`config.mk`:
```
export PLATFORM = sky130hd
export DESIGN_NAME = id_stage
export DESIGN_NICKNAME = d
export VERILOG_FILES = /design/src/design/rv_decode_pkg.sv /design/src/design/id_ex_reg.sv /design/src/design/id_stage.sv /design/src/design/imm_gen.sv /design/src/design/inst_decoder.sv /design/src/design/operand_forward.sv
export SDC_FILE = /design/constraint.sdc
export NUM_CORES = 1
export LEC_CHECK = 0
export ABC_AREA = 1
export BUFFER_PORTS_ARGS = -buffer_cell sky130_fd_sc_hd__buf_2
export CAP_MARGIN = 10
export CORE_AREA = 2 2 141 143
export DETAILED_ROUTE_END_ITERATION = 6
export DIE_AREA = 0 0 143 145
export PLACE_DENSITY = 0.78
export SYNTH_ARGS = -nofsm -noshare
export SYNTH_HDL_FRONTEND = slang
export SYNTH_SLANG_ARGS = --single-unit
```
`constraint.sdc`:
```
create_clock -name clk -period 4.21 [get_ports clk]
set_input_delay 0.2105 -clock clk [delete_from_list [all_inputs] [get_ports clk]]
set_output_delay 0.2105 -clock clk [all_outputs]
set_load 0.05 [all_outputs]
```
`src/design/rv_decode_pkg.sv`:
```
package rv_decode_pkg;

    localparam int xlen       = 32;
    localparam int reg_addr_w = 5;

    // RV32I major opcodes, bits 6:0
    typedef enum logic [6:0] {
        opc_op     = 7'b0110011,
        opc_op_imm = 7'b0010011,
        opc_lui    = 7'b0110111,
        opc_auipc  = 7'b0010111,
        opc_load   = 7'b0000011,
        opc_store  = 7'b0100011,
        opc_branch = 7'b1100011,
        opc_jal    = 7'b1101111,
        opc_jalr   = 7'b1100111
    } opcode_e;

    typedef enum logic [4:0] {
        alu_nop,
        alu_add,
        alu_sub,
        alu_xor,
        alu_or,
        alu_and,
        alu_sll,
        alu_srl,
        alu_sra,
        alu_slt,
        alu_sltu,
        alu_lb,
        alu_lh,
        alu_lw,
        alu_lbu,
        alu_lhu,
        alu_sb,
        alu_sh,
        alu_sw,
        alu_auipc,
        alu_beq,
        alu_bne,
        alu_blt,
        alu_bge,
        alu_bltu,
        alu_bgeu,
        alu_jal,
        alu_jalr
    } alu_op_e;

    typedef enum logic [2:0] {
        res_nop,
        res_arith,
        res_logic,
        res_shift,
        res_ld_st,
        res_jump
    } res_sel_e;

    typedef enum logic [2:0] {
        imm_none,
        imm_i,
        imm_i_shift,
        imm_s,
        imm_b,
        imm_u,
        imm_j
    } imm_fmt_e;

    typedef struct packed {
        alu_op_e  alu_op;
        res_sel_e res_sel;
        logic     rd_enable;
        logic     r1_read;
        logic     r2_read;
        logic     use_imm;   // Operand 2 takes the immediate
    } ctrl_t;

    typedef struct packed {
        logic                  flag;   // Later stage writes addr
        logic [reg_addr_w-1:0] addr;
        logic [xlen-1:0]       data;
    } fwd_t;

    typedef struct packed {
        logic [xlen-1:0]       pc;
        logic [xlen-1:0]       r1;
        logic [xlen-1:0]       r2;
        logic [xlen-1:0]       imm;
        logic [reg_addr_w-1:0] rd;
        ctrl_t                 ctrl;
    } id_out_t;

endpackage

```
`src/design/id_ex_reg.sv`:
```
`timescale 1ns/1ps

module id_ex_reg import rv_decode_pkg::*; (
    input  logic                  clk,
    input  logic                  rst,
    input  logic                  in_valid,
    output logic                  in_ready,
    input  logic                  stall,
    input  logic [xlen-1:0]       pc,
    input  logic [xlen-1:0]       r1,
    input  logic [xlen-1:0]       r2,
    input  logic [xlen-1:0]       imm,
    input  logic [reg_addr_w-1:0] rd,
    input  ctrl_t                 ctrl,
    output logic                  out_valid,
    input  logic                  out_ready,
    output id_out_t               out_bundle
);

    logic            accept;
    logic [xlen-1:0] op2;

    // Free slot when empty or draining this cycle
    assign in_ready = !stall && (!out_valid || out_ready);
    assign accept   = in_valid && in_ready;

    assign op2 = ctrl.use_imm ? imm : r2;

    always_ff @(posedge clk) begin
        if (rst) begin
            out_valid <= 1'b0;
        end else if (accept) begin
            out_valid <= 1'b1;
        end else if (out_ready) begin
            out_valid <= 1'b0;
        end
    end

    // Bundle only moves on a transfer, so it holds under back-pressure
    always_ff @(posedge clk) begin
        if (accept) begin
            out_bundle.pc   <= pc;
            out_bundle.r1   <= r1;
            out_bundle.r2   <= op2;
            out_bundle.imm  <= imm;
            out_bundle.rd   <= rd;
            out_bundle.ctrl <= ctrl;
        end
    end

endmodule

```
`src/design/id_stage.sv`:
```
`timescale 1ns/1ps

module id_stage import rv_decode_pkg::*; (
    input  logic                  clk,
    input  logic                  rst,
    input  logic                  in_valid,
    output logic                  in_ready,
    input  logic [xlen-1:0]       in_pc,
    input  logic [xlen-1:0]       in_inst,
    output logic [reg_addr_w-1:0] r1_addr,
    output logic                  r1_read,
    output logic [reg_addr_w-1:0] r2_addr,
    output logic                  r2_read,
    input  logic [xlen-1:0]       r1_data,
    input  logic [xlen-1:0]       r2_data,
    input  fwd_t                  ex_fwd,
    input  logic                  ld_flag,
    input  fwd_t                  mem_fwd,
    output logic                  out_valid,
    input  logic                  out_ready,
    output id_out_t               out_bundle
);

    ctrl_t                 ctrl;
    imm_fmt_e              imm_fmt;
    logic [xlen-1:0]       imm;
    logic [xlen-1:0]       r1_val;
    logic [xlen-1:0]       r2_val;
    logic                  r1_hazard;
    logic                  r2_hazard;
    logic                  stall;
    logic [reg_addr_w-1:0] rd;

    assign r1_addr = in_inst[19:15];
    assign r2_addr = in_inst[24:20];
    assign rd      = in_inst[11:7];
    assign r1_read = ctrl.r1_read;
    assign r2_read = ctrl.r2_read;
    assign stall   = r1_hazard | r2_hazard;

    inst_decoder u_dec (
        .inst    (in_inst),
        .ctrl    (ctrl),
        .imm_fmt (imm_fmt)
    );

    imm_gen u_imm (
        .inst    (in_inst),
        .imm_fmt (imm_fmt),
        .imm     (imm)
    );

    operand_forward u_fwd_r1 (
        .addr     (r1_addr),
        .read     (ctrl.r1_read),
        .reg_data (r1_data),
        .ex_fwd   (ex_fwd),
        .ld_flag  (ld_flag),
        .mem_fwd  (mem_fwd),
        .operand  (r1_val),
        .hazard   (r1_hazard)
    );

    operand_forward u_fwd_r2 (
        .addr     (r2_addr),
        .read     (ctrl.r2_read),
        .reg_data (r2_data),
        .ex_fwd   (ex_fwd),
        .ld_flag  (ld_flag),
        .mem_fwd  (mem_fwd),
        .operand  (r2_val),
        .hazard   (r2_hazard)
    );

    id_ex_reg u_out (
        .clk        (clk),
        .rst        (rst),
        .in_valid   (in_valid),
        .in_ready   (in_ready),
        .stall      (stall),
        .pc         (in_pc),
        .r1         (r1_val),
        .r2         (r2_val),
        .imm        (imm),
        .rd         (rd),
        .ctrl       (ctrl),
        .out_valid  (out_valid),
        .out_ready  (out_ready),
        .out_bundle (out_bundle)
    );

endmodule

```
`src/design/imm_gen.sv`:
```
`timescale 1ns/1ps

module imm_gen import rv_decode_pkg::*; (
    input  logic [xlen-1:0] inst,
    input  imm_fmt_e        imm_fmt,
    output logic [xlen-1:0] imm
);

    logic sign;

    assign sign = inst[31];

    always_comb begin
        case (imm_fmt)
            imm_i: begin
                imm = {{(xlen-12){sign}}, inst[31:20]};
            end
            imm_i_shift: begin
                imm = {{(xlen-5){1'b0}}, inst[24:20]};   // shamt, zero-extended
            end
            imm_s: begin
                imm = {{(xlen-12){sign}}, inst[31:25], inst[11:7]};
            end
            imm_b: begin
                imm = {{(xlen-12){sign}}, inst[7], inst[30:25], inst[11:8], 1'b0};
            end
            imm_u: begin
                imm = {inst[31:12], 12'h000};
            end
            imm_j: begin
                imm = {{(xlen-20){sign}}, inst[19:12], inst[20], inst[30:21], 1'b0};
            end
            default: begin
                imm = '0;
            end
        endcase
    end

endmodule

```
`src/design/inst_decoder.sv`:
```
`timescale 1ns/1ps

module inst_decoder import rv_decode_pkg::*; (
    input  logic [xlen-1:0] inst,
    output ctrl_t           ctrl,
    output imm_fmt_e        imm_fmt
);

    opcode_e    opcode;
    logic [2:0] func3;
    logic [6:0] func7;
    alu_op_e    alu_op;
    res_sel_e   res_sel;
    imm_fmt_e   fmt;
    logic       rd_enable;
    logic       r1_read;
    logic       r2_read;
    logic       use_imm;

    assign opcode = opcode_e'(inst[6:0]);
    assign func3  = inst[14:12];
    assign func7  = inst[31:25];

    // Anything not matched below stays a nop
    always_comb begin
        alu_op    = alu_nop;
        fmt       = imm_none;
        rd_enable = 1'b0;
        r1_read   = 1'b0;
        r2_read   = 1'b0;
        use_imm   = 1'b0;
        case (opcode)
            opc_op: begin
                case (func7)
                    7'b0000000: begin
                        case (func3)
                            3'b000:  alu_op = alu_add;
                            3'b001:  alu_op = alu_sll;
                            3'b010:  alu_op = alu_slt;
                            3'b011:  alu_op = alu_sltu;
                            3'b100:  alu_op = alu_xor;
                            3'b101:  alu_op = alu_srl;
                            3'b110:  alu_op = alu_or;
                            default: alu_op = alu_and;
                        endcase
                    end
                    7'b0100000: begin
                        case (func3)
                            3'b000:  alu_op = alu_sub;
                            3'b101:  alu_op = alu_sra;
                            default: alu_op = alu_nop;
                        endcase
                    end
                    default: alu_op = alu_nop;
                endcase
                if (alu_op != alu_nop) begin
                    rd_enable = 1'b1;
                    r1_read   = 1'b1;
                    r2_read   = 1'b1;
                end
            end
            opc_op_imm: begin
                case (func3)
                    3'b000:  alu_op = alu_add;
                    3'b001:  alu_op = alu_sll;
                    3'b010:  alu_op = alu_slt;
                    3'b011:  alu_op = alu_sltu;
                    3'b100:  alu_op = alu_xor;
                    3'b110:  alu_op = alu_or;
                    3'b111:  alu_op = alu_and;
                    default: begin   // func7 picks logical or arithmetic right shift
                        if (func7 == 7'b0000000) begin
                            alu_op = alu_srl;
                        end else if (func7 == 7'b0100000) begin
                            alu_op = alu_sra;
                        end
                    end
                endcase
                if (alu_op != alu_nop) begin
                    rd_enable = 1'b1;
                    r1_read   = 1'b1;
                    use_imm   = 1'b1;
                    fmt       = (func3[1:0] == 2'b01) ? imm_i_shift : imm_i;
                end
            end
            opc_lui: begin
                alu_op    = alu_or;   // x0 | imm
                rd_enable = 1'b1;
                use_imm   = 1'b1;
                fmt       = imm_u;
            end
            opc_auipc: begin
                alu_op    = alu_auipc;
                rd_enable = 1'b1;
                fmt       = imm_u;
            end
            opc_load: begin
                case (func3)
                    3'b000:  alu_op = alu_lb;
                    3'b001:  alu_op = alu_lh;
                    3'b010:  alu_op = alu_lw;
                    3'b100:  alu_op = alu_lbu;
                    3'b101:  alu_op = alu_lhu;
                    default: alu_op = alu_nop;
                endcase
                if (alu_op != alu_nop) begin
                    rd_enable = 1'b1;
                    r1_read   = 1'b1;
                    fmt       = imm_i;
                end
            end
            opc_store: begin
                case (func3)
                    3'b000:  alu_op = alu_sb;
                    3'b001:  alu_op = alu_sh;
                    3'b010:  alu_op = alu_sw;
                    default: alu_op = alu_nop;
                endcase
                if (alu_op != alu_nop) begin
                    r1_read = 1'b1;
                    r2_read = 1'b1;
                    fmt     = imm_s;
                end
            end
            opc_branch: begin
                case (func3)
                    3'b000:  alu_op = alu_beq;
                    3'b001:  alu_op = alu_bne;
                    3'b100:  alu_op = alu_blt;
                    3'b101:  alu_op = alu_bge;
                    3'b110:  alu_op = alu_bltu;
                    3'b111:  alu_op = alu_bgeu;
                    default: alu_op = alu_nop;
                endcase
                if (alu_op != alu_nop) begin
                    r1_read = 1'b1;
                    r2_read = 1'b1;
                    fmt     = imm_b;
                end
            end
            opc_jal: begin
                alu_op    = alu_jal;
                rd_enable = 1'b1;
                fmt       = imm_j;
            end
            opc_jalr: begin
                alu_op    = alu_jalr;
                rd_enable = 1'b1;
                r1_read   = 1'b1;
                fmt       = imm_i;
            end
            default: alu_op = alu_nop;
        endcase
    end

    // Result class follows from the operation
    always_comb begin
        case (alu_op)
            alu_add, alu_sub, alu_slt, alu_sltu, alu_auipc: res_sel = res_arith;
            alu_xor, alu_or, alu_and:                       res_sel = res_logic;
            alu_sll, alu_srl, alu_sra:                      res_sel = res_shift;
            alu_lb, alu_lh, alu_lw, alu_lbu, alu_lhu,
            alu_sb, alu_sh, alu_sw:                         res_sel = res_ld_st;
            alu_jal, alu_jalr:                              res_sel = res_jump;
            default:                                        res_sel = res_nop;   // Branches too
        endcase
    end

    assign ctrl.alu_op    = alu_op;
    assign ctrl.res_sel   = res_sel;
    assign ctrl.rd_enable = rd_enable;
    assign ctrl.r1_read   = r1_read;
    assign ctrl.r2_read   = r2_read;
    assign ctrl.use_imm   = use_imm;
    assign imm_fmt        = fmt;

endmodule

```
`src/design/operand_forward.sv`:
```
`timescale 1ns/1ps

module operand_forward import rv_decode_pkg::*; (
    input  logic [reg_addr_w-1:0] addr,
    input  logic                  read,
    input  logic [xlen-1:0]       reg_data,
    input  fwd_t                  ex_fwd,
    input  logic                  ld_flag,
    input  fwd_t                  mem_fwd,
    output logic [xlen-1:0]       operand,
    output logic                  hazard
);

    logic live;
    logic ex_hit;
    logic mem_hit;

    assign live    = read && (addr != '0);   // x0 never forwards
    assign ex_hit  = live && ex_fwd.flag && (ex_fwd.addr == addr);
    assign mem_hit = live && mem_fwd.flag && (mem_fwd.addr == addr);

    // Load data is not ready until after memory
    assign hazard = live && ld_flag && (ex_fwd.addr == addr);

    always_comb begin
        if (!live || hazard) begin
            operand = '0;
        end else if (ex_hit) begin
            operand = ex_fwd.data;   // Youngest result wins
        end else if (mem_hit) begin
            operand = mem_fwd.data;
        end else begin
            operand = reg_data;
        end
    end

endmodule

```
==> key figures <==
Critical path
  – Worst Path Max Fanout: 62
  – Max incr delay on CP: 530 ps
  – WS Path Type: input pin to flop
  – Critical path's top delay family: simple AND/OR/NAND/NOR gates
  – CP required: 4330 ps
  – Crit-path slowest cell: clkinvlp_4
  – Crit end category: flop
  – Buf/Inv on CP: 4
  – WP data arrival: 3080 ps
  – Crit-path cells: buf_2 > inv_1 > nand2_1 > nor2_1 > nand2_1 > nor2_2 > nor2_4 > nand2_2 > nand2_2 > nand3_4 > nand3_1 > nand3_1 > clkinvlp_4 > buf_12
  – Startpoint types: input pin

Placed design
  – PortBufs: 367
  – DP Wirelength: 23.1 mm
  – RePlAce Congestion: 0.913
  – Dpl ws: 926 ps

Global route
  – GR Layer Usage met1: 0.367
  – Global-route wire length before repair: 47.6 mm
  – Initial antenna violation count: 5
  – Overall global routing resource usage: 0.303
  – Met2 Use GR: 0.528
  – Pin count of the biggest net entering global routing: 63
  – Met3 GRT Util: 0.0640
  – Grt ovf: 0
  – Number of global-route vias before repair: 8623
  – GR peak layer: met2

Drt
  – First DRT Iteration DRCs: 801
  – Post-route DRC violation count: 0
  – Vias: 8799
  – Avg WL per Cell: 19.6 um
  – Vias per cell: 5.37
  – Final wirelength: 32.1 mm
  – Final ANT Viol Nets: 0
  – Detailed Routing Iterations Pass 1: 5

STA
  – Final worst path period need: 2960 ps
  – Setup WS post-layout: 1250 ps
  – Layout Skew: 8.21 ps
  – Final period util: 0.702
  – Final setup TNS: 0 ps
  – Hold Vio Cnt, Final: 0
  – Worst slew pin tran: 1210 ps
  – RSZ-0062 raised after global routing: false
  – Final setup vio count: 0
  – FMAX: 0.338 GHz
  – Fin. max-slew vios: 0
  – Slew HR: 0.195

Final layout
  – Fillers: 1732
  – Nets: 1568
  – Area grow syn2layout: 35.3%
  – Layout cells sized above 1: 0.353

Synth
  – Syn_area_per_cell: 8.55 um^2
  – Post-Synthesis Cell Area: 0.00838 mm^2
  – Synth cell count leaders: nand2_1 (292), edfxtp_1 (145), nand3_1 (118)
  – Seq cells post-synth: 146
  – Syn Nets: 1191
  – Yosys top cell by area: edfxtp_1
  – Ys flop type: edfxtp_1
  – Post-synthesis cell count: 980
  – Post-synth EDFFs: 145
  – Area share of the largest cell type after synthesis: 0.520
  – Async SR Flop Fraction: 0
  – Top-count cell post-synth: nand2_1
  – Sequential share of the synthesized area: 0.522
  – Synthesis Warnings: 0
  – Synth top area cells: edfxtp_1 (52%), nand2_1 (13%), nand3_1 (7.0%), inv_1 (3.6%), nor2_1 (3.5%)
  – Yosys cell types: 40

CTS
  – Total CTS buffers: 17
  – H-tree Lvls: 4
  – Setup Fix Bufs, Post-CTS: 0
  – CTS root buffer: clkbuf_16
  – Worst-path clk slew: 70 ps
  – Clk Latency, worst-skew pair: 420 ps
  – Sink Count: 146
  – TritonCTS clock tree: done
  – Max Buffers Root-to-Sink: 2

Hold path
  – Hold Path Class: input pin to flop

Die
  – DIE WIDTH: 143 um
  – Site Rows: 51
  – I/O pin total: 368
  – Initial Util: 0.436
  – Die Ht: 145 um
  – Core area: 0.0192 mm^2
  – Total Die Area: 0.0207 mm^2

Outcome
  – Status: complete, no violations

Power and ir drop
  – Pwr dens: 346 mW/mm^2
  – VDD IR max: 266 uV
  – Total Power: 3.92 mW
  – Leakage: 5.86 nW

Run
  – # Max-Cap Violations: 0
## cell usage in the layout, fill, tap and decap left out, drive strengths merged, types with 4 or more instances in the layout
| cell | instances |
|---|---|
| nand3 | 123 |
| diode | 5 |
| o21a | 33 |
| o21ai | 19 |
| a21oi | 15 |
| nand4 | 42 |
| edfxtp | 145 |
| buf | 376 |
| dlygate4sd3 | 37 |
| clkinv | 7 |
| o211ai | 5 |
| xor2 | 4 |
| inv | 100 |
| nor2 | 117 |
| nor3 | 5 |
| o22ai | 5 |
| nand2 | 302 |
| clkbuf | 17 |
## power breakdown
| group | leakage (nW) | total, mW | switching (mW) | internal [mW] |
|---|---|---|---|---|
| combinational | 4.11 | 0.727 | 0.529 | 0.198 |
| sequential | 1.47 | 1.70 | 0.0210 | 1.68 |
| clock | 0.275 | 1.49 | 0.664 | 0.829 |
## cell families after synthesis
group | synth area share
AOI/OAI and AO/OA | 0.0644
and+or+nand+nor | 0.323
buffers and inverters | 0.0800
xor gates and xnor gates | 0.00732
adders and majority gates | 0.00299
DFF | 0.522
## path summary, 6_finish.rpt
kind	start	to	slack, ps	cells past startpoint
setup / recovery	in_inst[26]	u_out.out_bundle[70]	1250	14
hold / removal	in_inst[7]	u_out.out_bundle[12]	40	1
setup reg to reg	u_out.out_valid	u_out.out_bundle[70]	2120	6
hold reg to reg	u_out.out_valid	u_out.out_valid	570	2
## repair_timing
| item | 4_1_cts | 5_1_grt |
|---|---|---|
| setup endpoints to repair | 0 | 0 |
| hold buffers | 37 | 0 |
| hold endpoints to repair | 37 | 0 |
| resized for setup | 0 | 0 |
## sequential cells by signal (all words and copies together) (netlist names)
register / count
u_out.out_bundle: 145
u_out.out_valid: 1
## stage by stage
stage	cells	hold WS, ps	utilization	instance area [um^2]
detailed placement	1565	389	0.539	10400
floorplan	980	280	-	8380
finish	1640	35.4	0.590	11300
global placement	1565	388	0.539	10400
global route	1639	18.1	0.590	11300
CTS	1634	17.3	0.588	11300
## routing by layer
metal	vias up	wire, um
met5	-	0
met4	0	1050
met3	83	3200
met2	607	16000
met1	4064	11900
li1	4045	-
## layout make-up
type                            count  area (um^2)  area share
Sequential cell                   146         4370       0.386
Inverter                           96          369      0.0326
Antenna cell                        5         12.5     0.00110
Clock buffer                       17          425      0.0375
Timing Repair Buffer              413         2320       0.205
Clock inverter                     15          148      0.0130
Multi-Input combinational cell    683         3360       0.296
Tap cell                          265          332      0.0292
(Power assumes the default switching activity.)
